**src/design/ooo_types_pkg.sv**
```systemverilog
package ooo_types_pkg;

	// Reorder-buffer tag
	localparam int tag_width = 4;

	typedef logic [tag_width-1:0] tag_t;

	// Source operand whose data is valid once ready is set
	typedef struct packed {
		logic ready;
		tag_t tag;          // Producer to wait for
		logic [31:0] data;
	} operand_t;

	// One beat of the integer result broadcast
	typedef struct packed {
		logic valid;        // Single-cycle strobe
		tag_t tag;
		logic [31:0] data;
	} cdb_t;

endpackage

```
**src/design/fp_format_pkg.sv**
```systemverilog
package fp_format_pkg;

	// IEEE 754 single precision
	localparam int fp32_exp_bias = 127;

	typedef struct packed {
		logic sign;
		logic [7:0] exponent;
		logic [22:0] mantissa;  // Hidden bit not stored
	} fp32_fields_t;

	// Same word seen raw or split into fields
	typedef union packed {
		logic [31:0] raw;
		fp32_fields_t fields;
	} fp32_word_u;

endpackage

```
**src/design/itof_issue_if.sv**
```systemverilog
`timescale 1ns/10ps

interface itof_issue_if
	import ooo_types_pkg::*;
();
	logic valid;
	tag_t tag;          // Destination
	operand_t operand;
	logic ready;

	modport station (
		input valid,
		input tag,
		input operand,
		output ready
	);

	modport source (
		output valid,
		output tag,
		output operand,
		input ready
	);
endinterface

```
**src/design/itof_dispatch_if.sv**
```systemverilog
`timescale 1ns/10ps

interface itof_dispatch_if
	import ooo_types_pkg::*;
();
	logic valid;
	tag_t tag;
	logic [31:0] data;  // Integer operand
	logic ready;

	modport station (
		output valid,
		output tag,
		output data,
		input ready
	);

	modport converter (
		input valid,
		input tag,
		input data,
		output ready
	);
endinterface

```
**src/design/itof_station.sv**
```systemverilog
`timescale 1ns/10ps

module itof_station
	import ooo_types_pkg::*;
#(
	parameter int n_entry = 2
) (
	input logic clk,
	input logic reset,
	itof_issue_if.station issue,
	input cdb_t gpr_cdb,
	itof_dispatch_if.station dispatch
);
	localparam int idx_w = (n_entry > 1) ? $clog2(n_entry) : 1;
	localparam int cnt_w = $clog2(n_entry + 1);

	typedef struct packed {
		logic valid;
		tag_t tag;
		operand_t opd;
	} entry_t;

	entry_t e[n_entry];  // Packed toward 0 with the oldest first
	entry_t e_upd[n_entry];
	entry_t e_next[n_entry];
	entry_t e_new;
	logic [idx_w-1:0] sel;
	logic any_ready;
	logic fire;
	logic accept;
	logic [cnt_w-1:0] n_valid;
	logic [cnt_w-1:0] n_keep;

	function automatic operand_t wake(operand_t opd, cdb_t cdb);
		operand_t res;
		res = opd;
		if (!opd.ready && cdb.valid && cdb.tag == opd.tag) begin
			res.ready = 1'b1;
			res.data = cdb.data;
		end
		return res;
	endfunction

	// ----------------------------------------------------------
	// Wakeup of held entries and the incoming one
	// ----------------------------------------------------------
	always_comb begin
		for (int i = 0; i < n_entry; i++) begin
			e_upd[i] = e[i];
			e_upd[i].opd = wake(e[i].opd, gpr_cdb);
		end
		e_new.valid = issue.valid;
		e_new.tag = issue.tag;
		e_new.opd = wake(issue.operand, gpr_cdb);
	end

	// ----------------------------------------------------------
	// Oldest ready entry wins
	// ----------------------------------------------------------
	always_comb begin
		sel = '0;
		any_ready = 1'b0;
		for (int i = n_entry - 1; i >= 0; i--) begin
			if (e[i].valid && e[i].opd.ready) begin
				sel = idx_w'(i);
				any_ready = 1'b1;
			end
		end
	end

	assign dispatch.valid = any_ready;
	assign dispatch.tag = e[sel].tag;
	assign dispatch.data = e[sel].opd.data;

	assign fire = any_ready && dispatch.ready;
	assign issue.ready = !e[n_entry-1].valid || fire;  // Last slot frees up on dispatch
	assign accept = issue.valid && issue.ready;

	always_comb begin
		n_valid = '0;
		for (int i = 0; i < n_entry; i++) begin
			n_valid = n_valid + cnt_w'(e[i].valid);
		end
	end

	assign n_keep = n_valid - cnt_w'(fire);

	// ----------------------------------------------------------
	// Compaction and insert
	// ----------------------------------------------------------
	always_comb begin
		int src;
		for (int i = 0; i < n_entry; i++) begin
			src = (fire && i >= int'(sel)) ? i + 1 : i;  // Skip the dispatched slot
			if (i < int'(n_keep)) begin
				e_next[i] = e_upd[src];
			end else if (i == int'(n_keep) && accept) begin
				e_next[i] = e_new;
			end else begin
				e_next[i] = e[i];
				e_next[i].valid = 1'b0;
			end
		end
	end

	always_ff @(posedge clk) begin
		for (int i = 0; i < n_entry; i++) begin
			if (reset)
				e[i].valid <= 1'b0;
			else
				e[i] <= e_next[i];
		end
	end
endmodule

```
**src/design/itof_convert.sv**
```systemverilog
`timescale 1ns/10ps

module itof_convert
	import ooo_types_pkg::*;
	import fp_format_pkg::*;
(
	input logic clk,
	input logic reset,
	itof_dispatch_if.converter dispatch,
	output logic result_valid,
	output tag_t result_tag,
	output logic [31:0] result_data,
	input logic result_ready
);
	logic adv;

	// Stage 1
	logic s1_valid;
	tag_t s1_tag;
	logic s1_sign;
	logic [31:0] s1_mag;

	// Stage 2
	logic s2_valid;
	tag_t s2_tag;
	logic s2_sign;
	logic s2_zero;
	logic [7:0] s2_exp;
	logic [22:0] s2_man;
	logic s2_guard;
	logic s2_sticky;

	logic [5:0] lz;
	logic [31:0] norm;
	logic [7:0] exp_n;
	logic round_up;
	logic [23:0] man_r;
	logic [7:0] exp_r;
	fp32_word_u res_word;

	// Whole pipe moves or holds together
	assign adv = !result_valid || result_ready;
	assign dispatch.ready = adv;

	always_ff @(posedge clk) begin
		if (reset) begin
			s1_valid <= 1'b0;
			s2_valid <= 1'b0;
			result_valid <= 1'b0;
		end else if (adv) begin
			s1_valid <= dispatch.valid;
			s2_valid <= s1_valid;
			result_valid <= s2_valid;
		end
	end

	// ----------------------------------------------------------
	// Stage 1 takes sign and magnitude
	// ----------------------------------------------------------
	always_ff @(posedge clk) begin
		if (adv) begin
			s1_tag <= dispatch.tag;
			s1_sign <= dispatch.data[31];
			// -2^31 wraps to 32'h8000_0000 which reads unsigned as 2^31
			s1_mag <= dispatch.data[31] ? -dispatch.data : dispatch.data;
		end
	end

	// ----------------------------------------------------------
	// Stage 2 normalizes
	// ----------------------------------------------------------
	always_comb begin
		lz = 6'd32;
		for (int i = 0; i < 32; i++) begin
			if (s1_mag[i])
				lz = 6'(31 - i);  // Highest set bit wins
		end
	end

	assign norm = s1_mag << lz;  // Leading one lands in bit 31
	assign exp_n = 8'(fp32_exp_bias + 31) - {2'b00, lz};

	always_ff @(posedge clk) begin
		if (adv) begin
			s2_tag <= s1_tag;
			s2_sign <= s1_sign;
			s2_zero <= (s1_mag == '0);
			s2_exp <= exp_n;
			s2_man <= norm[30:8];
			s2_guard <= norm[7];
			s2_sticky <= |norm[6:0];
		end
	end

	// ----------------------------------------------------------
	// Stage 3 rounds to nearest even and packs
	// ----------------------------------------------------------
	assign round_up = s2_guard && (s2_sticky || s2_man[0]);
	assign man_r = {1'b0, s2_man} + 24'(round_up);
	assign exp_r = s2_exp + 8'(man_r[23]);  // Carry out bumps the exponent and leaves mantissa 0

	always_ff @(posedge clk) begin
		if (adv) begin
			result_tag <= s2_tag;
			if (s2_zero) begin
				res_word.fields.sign <= 1'b0;
				res_word.fields.exponent <= 8'd0;
				res_word.fields.mantissa <= 23'd0;
			end else begin
				res_word.fields.sign <= s2_sign;
				res_word.fields.exponent <= exp_r;
				res_word.fields.mantissa <= man_r[22:0];
			end
		end
	end

	assign result_data = res_word.raw;
endmodule

```
**src/design/itof_unit.sv**
```systemverilog
`timescale 1ns/10ps

module itof_unit
	import ooo_types_pkg::*;
#(
	parameter int n_entry = 2
) (
	input logic clk,
	input logic reset,

	input logic issue_valid,
	output logic issue_ready,
	input tag_t issue_tag,
	input logic issue_opd_ready,
	input tag_t issue_opd_tag,
	input logic [31:0] issue_opd_data,

	input logic gpr_cdb_valid,
	input tag_t gpr_cdb_tag,
	input logic [31:0] gpr_cdb_data,

	output logic result_valid,
	input logic result_ready,
	output tag_t result_tag,
	output logic [31:0] result_data
);
	cdb_t gpr_cdb;

	itof_issue_if issue_bus ();
	itof_dispatch_if disp_bus ();

	// ----------------------------------------------------------
	// Port packing
	// ----------------------------------------------------------
	assign issue_bus.valid = issue_valid;
	assign issue_bus.tag = issue_tag;
	assign issue_bus.operand.ready = issue_opd_ready;
	assign issue_bus.operand.tag = issue_opd_tag;
	assign issue_bus.operand.data = issue_opd_data;
	assign issue_ready = issue_bus.ready;

	assign gpr_cdb.valid = gpr_cdb_valid;
	assign gpr_cdb.tag = gpr_cdb_tag;
	assign gpr_cdb.data = gpr_cdb_data;

	// ----------------------------------------------------------
	// Station and converter
	// ----------------------------------------------------------
	itof_station #(
		.n_entry(n_entry)
	) u_station (
		.clk(clk),
		.reset(reset),
		.issue(issue_bus),
		.gpr_cdb(gpr_cdb),
		.dispatch(disp_bus)
	);

	itof_convert u_convert (
		.clk(clk),
		.reset(reset),
		.dispatch(disp_bus),
		.result_valid(result_valid),
		.result_tag(result_tag),
		.result_data(result_data),
		.result_ready(result_ready)
	);
endmodule

```
**config.mk**
```make
export PLATFORM = sky130hd
export DESIGN_NAME = itof_unit
export DESIGN_NICKNAME = d
export VERILOG_FILES = /design/src/design/ooo_types_pkg.sv /design/src/design/fp_format_pkg.sv /design/src/design/itof_issue_if.sv /design/src/design/itof_dispatch_if.sv /design/src/design/itof_station.sv /design/src/design/itof_convert.sv /design/src/design/itof_unit.sv
export SDC_FILE = /design/constraint.sdc
export NUM_CORES = 1
export LEC_CHECK = 0
export BUFFER_PORTS_ARGS = -buffer_cell sky130_fd_sc_hd__clkbuf_2
export CAP_MARGIN = 15
export CORE_UTILIZATION = 50
export DETAILED_ROUTE_END_ITERATION = 8
export HOLD_SLACK_MARGIN = 0.1
export PLACE_DENSITY = 0.72
export SETUP_SLACK_MARGIN = 0.05
export SLEW_MARGIN = 40
export SYNTH_ARGS = -nofsm -noshare
export SYNTH_HDL_FRONTEND = slang
export SYNTH_HIERARCHICAL = 1
export SYNTH_SLANG_ARGS = --single-unit
```
**constraint.sdc**
```tcl
create_clock -name clk -period 22.4 [get_ports clk]
set_input_delay 3.36 -clock clk [delete_from_list [all_inputs] [get_ports clk]]
set_output_delay 3.36 -clock clk [all_outputs]
set_load 0.02 [all_outputs]
```
# After elaboration in Yosys (flattened, before gate mapping)
# Memory sizes are Yosys's and may differ from the RTL's.
# Cells that the tools add are included.
[totals]
mem_bits_rw = 84
inputBits = 82
output_inout_bits = 38
mem_count = 1
word_cells = 121
regBits = 115
[mem_list]
columns = ["name", "words", "width", "read_ports", "rd_ports_with_merged_regs", "write_ports", "line_no", "text"]
rows = [
  ["u_station.e", 2, 42, 3, 0, 2, "itof_station.sv:23", "entry_t e[n_entry];"],
]
[op_classes]
addsub = 6
mux = 59
shifts = 1
bitwise_logic = 4
eq_ne = 4
n_lt_le_gt_ge = 5
reduce_logical = 25
[op_table]
columns = ["op", "n"]
rows = [
  ["$mux 42", 10],
  ["$mux 6", 32],
  ["$mux 32", 3],
  ["$ge 32x2->1 const B", 2],
  ["$not 32->32", 2],
  ["$logic_not 32->1", 1],
  ["$neg 32->32", 1],
  ["$shl 32x6->31", 1],
  ["$mux 31", 1],
  ["$add 23x1->24", 1],
  ["$logic_and 1x1->1", 14],
  ["$eq 4x4->1", 3],
  ["$mux 1", 12],
  ["$add 8x1->8", 1],
  ["$sub 8x6->8 const A", 1],
  ["$reduce_or 7->1", 1],
  ["$logic_not 1->1", 5],
  ["$lt 1x2->1 const A", 2],
  ["$logic_or 1x1->1", 3],
  ["$add 1x1->2", 1],
  ["$eq 2x2->1 const A", 1],
  ["$logic_not 2->1", 1],
  ["$mux 2", 1],
  ["$or 1x1->1", 2],
  ["other kinds (2)", 2],
]

# Longest topological paths before layout
[depth]
ltp_word = 34
ltp_mapped = 14

# By module
# The synthesis kept the hierarchy.
[by_module_without_submodules]
columns = ["module", "area_each_um2", "instances", "cells_each"]
rows = [
  ["itof_convert", 6784.0, 1, 622],
  ["itof_station", 5855.6, 1, 518],
]

# Least setup slack after synthesis
# Ideal clock, no wire load.
[synth_path]
path_kind = "input to output"
startpoint = "in result_ready"
endpoint = "out issue_ready"
t_arrival_ns = 6.695
required_time_ns = 19.040
n_path_buf = 1
stages = 3
slack_ns = 12.345
path_cell_list = "nand2b_1 -> a21bo_1 -> buf_2"
[synth_via]
elab_chain_len = 3
[synth_rtl]
columns = ["item", "line_no", "text"]
rows = [
  ["start, declared", "itof_unit.sv:23", "input logic result_ready,"],
  ["$logic_or 1x1->1", "itof_convert.sv:42", "assign adv = !result_valid || result_ready;"],
  ["$logic_and 1x1->1", "itof_station.sv:75", "assign fire = any_ready && dispatch.ready;"],
  ["$logic_or 1x1->1", "itof_station.sv:76", "assign issue.ready = !e[n_entry-1].valid || fire;"],
  ["end, declared", "itof_unit.sv:12", "output logic issue_ready,"],
]
# Every way passes these cells.

# Worst setup path after layout
[layout_path]
startpoint = "in result_ready"
endpoint = "out issue_ready"
[layout_via]
elab_chain_len = 3
[layout_rtl]
columns = ["item", "line_no", "text"]
rows = [
  ["$logic_or 1x1->1", "itof_convert.sv:42", ""],
  ["net disp_bus.ready", "itof_dispatch_if.sv:9", "logic ready;"],
  ["$logic_and 1x1->1", "itof_station.sv:75", ""],
  ["$logic_or 1x1->1", "itof_station.sv:76", ""],
]
# The timed path passes the listed nets, and every way through them passes these cells.

==> results by group <==
Yosys
  – Area leader, netlist: edfxtp_1
  – Sequential-to-total area share from yosys stat: between 40 and 50%
  – Synth unique cells: 77
  – Main flop type after synthesis: edfxtp_1
  – Synth Warn #: 6
  – Post-synth EDFFs: roughly 190
  – Synthesized Nets: about 1.2k
  – Synth top area cells: edfxtp_1 46%, mux2i_1 9.7%, o221ai_1 4.7%
  – Most common cell in the netlist: edfxtp_1
  – Yosys top cell area share: a little under half
  – Synth top cells by count: 194 x edfxtp_1, 122 x mux2i_1, 73 x nor2_1
  – Asr flop ratio synth: 0%
  – Synth Instances: approximately 1.1k
  – Flops & latches, synth: between 150 and 200
  – Mean post-synth cell area: approximately 11 µm²
  – Cell area after synthesis: between 0.01 and 0.015 mm²

Power and ir drop
  – Switching power: 974 µW
  – Logic pwr share: 50.1%
  – Switching share of power: a little over two fifths
  – Leak pwr: between 5 and 6 nW
  – Sequential Power Share: 36.2%
  – Pwr dens: between 150 and 200 mW/mm²
  – Clock power share: 13.7%
  – P_int: between 1 and 1.5 mW
  – Worst VDD drop: roughly 0.13 mV

Global route
  – Gr usage total: 24.5%
  – Initial antenna violation count: 1
  – Met2 Usage GRT: around two fifths
  – Largest net degree at the start of global routing: 100
  – GRT overflow: 0
  – GRT met1 Usage: 32.2%
  – Vias in the first global route: 9731
  – GRT busiest layer: met2
  – First-pass GRT wire length: just over 50000 µm
  – Grt met3 use: between 3 and 4%

Floorplan
  – Ports: 120
  – Die width: roughly 160 µm
  – Initial Utilization: a little over 50%
  – Die ar.: 0.0259 mm²
  – # rows: 57
  – Core area: about 0.025 mm²
  – Die height: between 150 and 200 µm

Setup path
  – CP max-delay cell: a21bo_1
  – Setup crit end kind: output port
  – Largest stage delay, worst path: approximately 0.34 ns
  – Crit path arrival time: between 4 and 5 ns
  – Reg2Reg Depth: 11
  – Crit-path cells: clkbuf_2, nand2b_4, a21bo_1, clkbuf_2
  – Reg-to-Reg Start: u_station/e[0][36]
  – Crit path top cell by count: clkbuf_2
  – CP Class: in2out
  – Req. time, crit path: about 19 ns
  – Register-to-register setup slack: approximately 18 ns
  – Crit-path max FO: 21
  – Worst Setup Start Kind: input pin
  – FF-to-FF End: u_convert/s1_mag[26]

Final layout
  – Final Util: 57.7%
  – Final nets: roughly 1.3k
  – Area growth syn-to-layout: 12.0%
  – Fin area: 0.0142 mm²
  – Post-route insts no fill: 1560
  – Share of layout cells above drive strength 1: roughly a fifth
  – Fillers: approximately 2.1k

Clock tree
  – Worst-skew pair later-pin latency: roughly 0.44 ns
  – Hold buffers post-CTS: 0
  – CTS root buffer: clkbuf_16
  – Clock Sinks: ~200
  – Clock-pin slew of the registers on the worst-case setup and hold paths: 0.07 ns
  – Post_cts resized: 0
  – Postcts setup bufs: 0
  – Total CTS buffers: 17
  – Clock buffer depth: 2
  – H-tree level count: 4
  – TritonCTS clock tree: done

Route
  – Routed Antenna Nets: 0
  – DRC Markers: 0
  – Drt total wl: around 32000 µm
  – First-pass detailed-route iteration total: 5
  – Detailed-route vias per instance: 6.44
  – Routed via count: a little over 10k
  – DR WL/cell: a little over 20 µm
  – 1st-iter DRT viols: between 1k and 1.5k

Placement
  – Placed Instances: approximately 1.5k
  – Post-DP Area: 0.0136 mm²
  – Input/output buffers: between 100 and 150
  – Placer Congestion: ~0.96
  – HPWL Detailed: approximately 21000 µm

STA
  – Setup TNS: 0 ns
  – Setup Skew: approximately 0.022 ns
  – Unrepaired setup endpoints after global routing: false
  – Max-slew headroom: between 40% and 50%
  – Least-Margin Pin Slew: 0.882 ns
  – # setup viols final: 0
  – Fin crit share: between 30% and 40%
  – Max Slew Vio Count: 0
  – Final critical-path required period: 7.67 ns
  – Final hold viol count: 0
  – Fmax: about 130 MHz

Run
  – Max-cap violations: 0

Min path
  – Hold depth: 0
  – Hold_sp: u_convert/s1_tag[0]
  – Hold Crit Class: reg2reg
  – Hold Path End: u_convert/s2_tag[0]

Run status
  – Status: finished, final reports clean
power by group through the flow:
| stage | sequential [mW] | combinational [mW] | clock (mW) |
|---|---|---|---|
| 6_report | 0.828 | 1.15 | 0.312 |
| 3_3_place_gp | 0.826 | 1.08 | 0 |
| 5_1_grt | 0.852 | 1.24 | 0.329 |
| 4_1_cts | 0.825 | 1.13 | 0.317 |
| 2_1_floorplan | 0.830 | 0.801 | 0 |
| 3_5_place_dp | 0.832 | 1.12 | 0 |
routing by layer:
metal / wire length (µm) / part of all wire [%]
met5: 0 / 0
met1: 13600 / 43
met3: 2210 / 7.0
met4: 532 / 1.7
met2: 15200 / 48
state kept, by name, summed over array words and instances (netlist names), 4 cells and up:
| register | count |
|---|---|
| u_convert/s2_tag | 4 |
| u_convert/result_data | 32 |
| u_convert/s2_exp | 8 |
| u_convert/s1_mag | 32 |
| u_convert/s1_tag | 4 |
| u_station/e | 84 |
| u_convert/s2_man | 23 |
| u_convert/result_tag | 4 |
metrics by stage:
step	hold slack, ns	total power [mW]	worst slack (ns)
5_1_grt	0.422	2.42	14.67
4_1_cts	0.420	2.27	14.77
3_5_place_dp	0.405	1.95	14.77
3_3_place_gp	0.404	1.91	14.83
2_1_floorplan	0.400	1.63	12.34
6_report	0.420	2.28	14.73
cell usage in the layout (no fill, tap or decap), drive strengths merged, types with 11 or more instances in the layout:
master    n
edfxtp  194
clkbuf  137
mux2i   124
nor2     74
o221ai   68
a21oi    65
nand2    51
mux2     47
xnor2    45
a31oi    43
o22ai    37
o21ai    35
and4     34
inv      30
nand3    24
xor2     23
buf      21
a22o     16
o31ai    11
critical path, delay by kind of cell:
| family | cells | cell delay [ns] |
|---|---|---|
| and+or+nand+nor | 1 | 0.30 |
| buffers and inverters | 2 | 0.31 |
| AOI/OAI and AO/OA | 1 | 0.34 |
cell families after synthesis:
logic type	Yosys count	share of synthesized area, %
and+or+nand+nor	269	11.8
AOI/OAI and AO/OA	320	17.6
DFF	199	46.9
buffers and inverters	104	3.84
muxes	171	14.2
adders and majority gates	9	0.891
xor gates and xnor gates	68	4.71
worst max path at each step:
stage,from,end,slack [ns]
final,result_ready,issue_ready,14.73
after floorplan,result_ready,issue_ready,12.34
after global placement,result_ready,issue_ready,14.83
after detailed placement,result_ready,issue_ready,14.77
after CTS,result_ready,issue_ready,14.77
after global routing,result_ready,issue_ready,14.67
area by class of cell:
type	instances	area, µm²	area share, %
Clock buffer	17	425	3.00
Antenna cell	1	2.50	0.0177
Multi-Input combinational cell	837	6330	44.7
Inverter	26	100	0.707
Clock inverter	15	168	1.18
Timing Repair Buffer	141	806	5.69
Tap cell	324	405	2.86
Sequential cell	199	5930	41.9
Power figures use the tool's default switching activity.
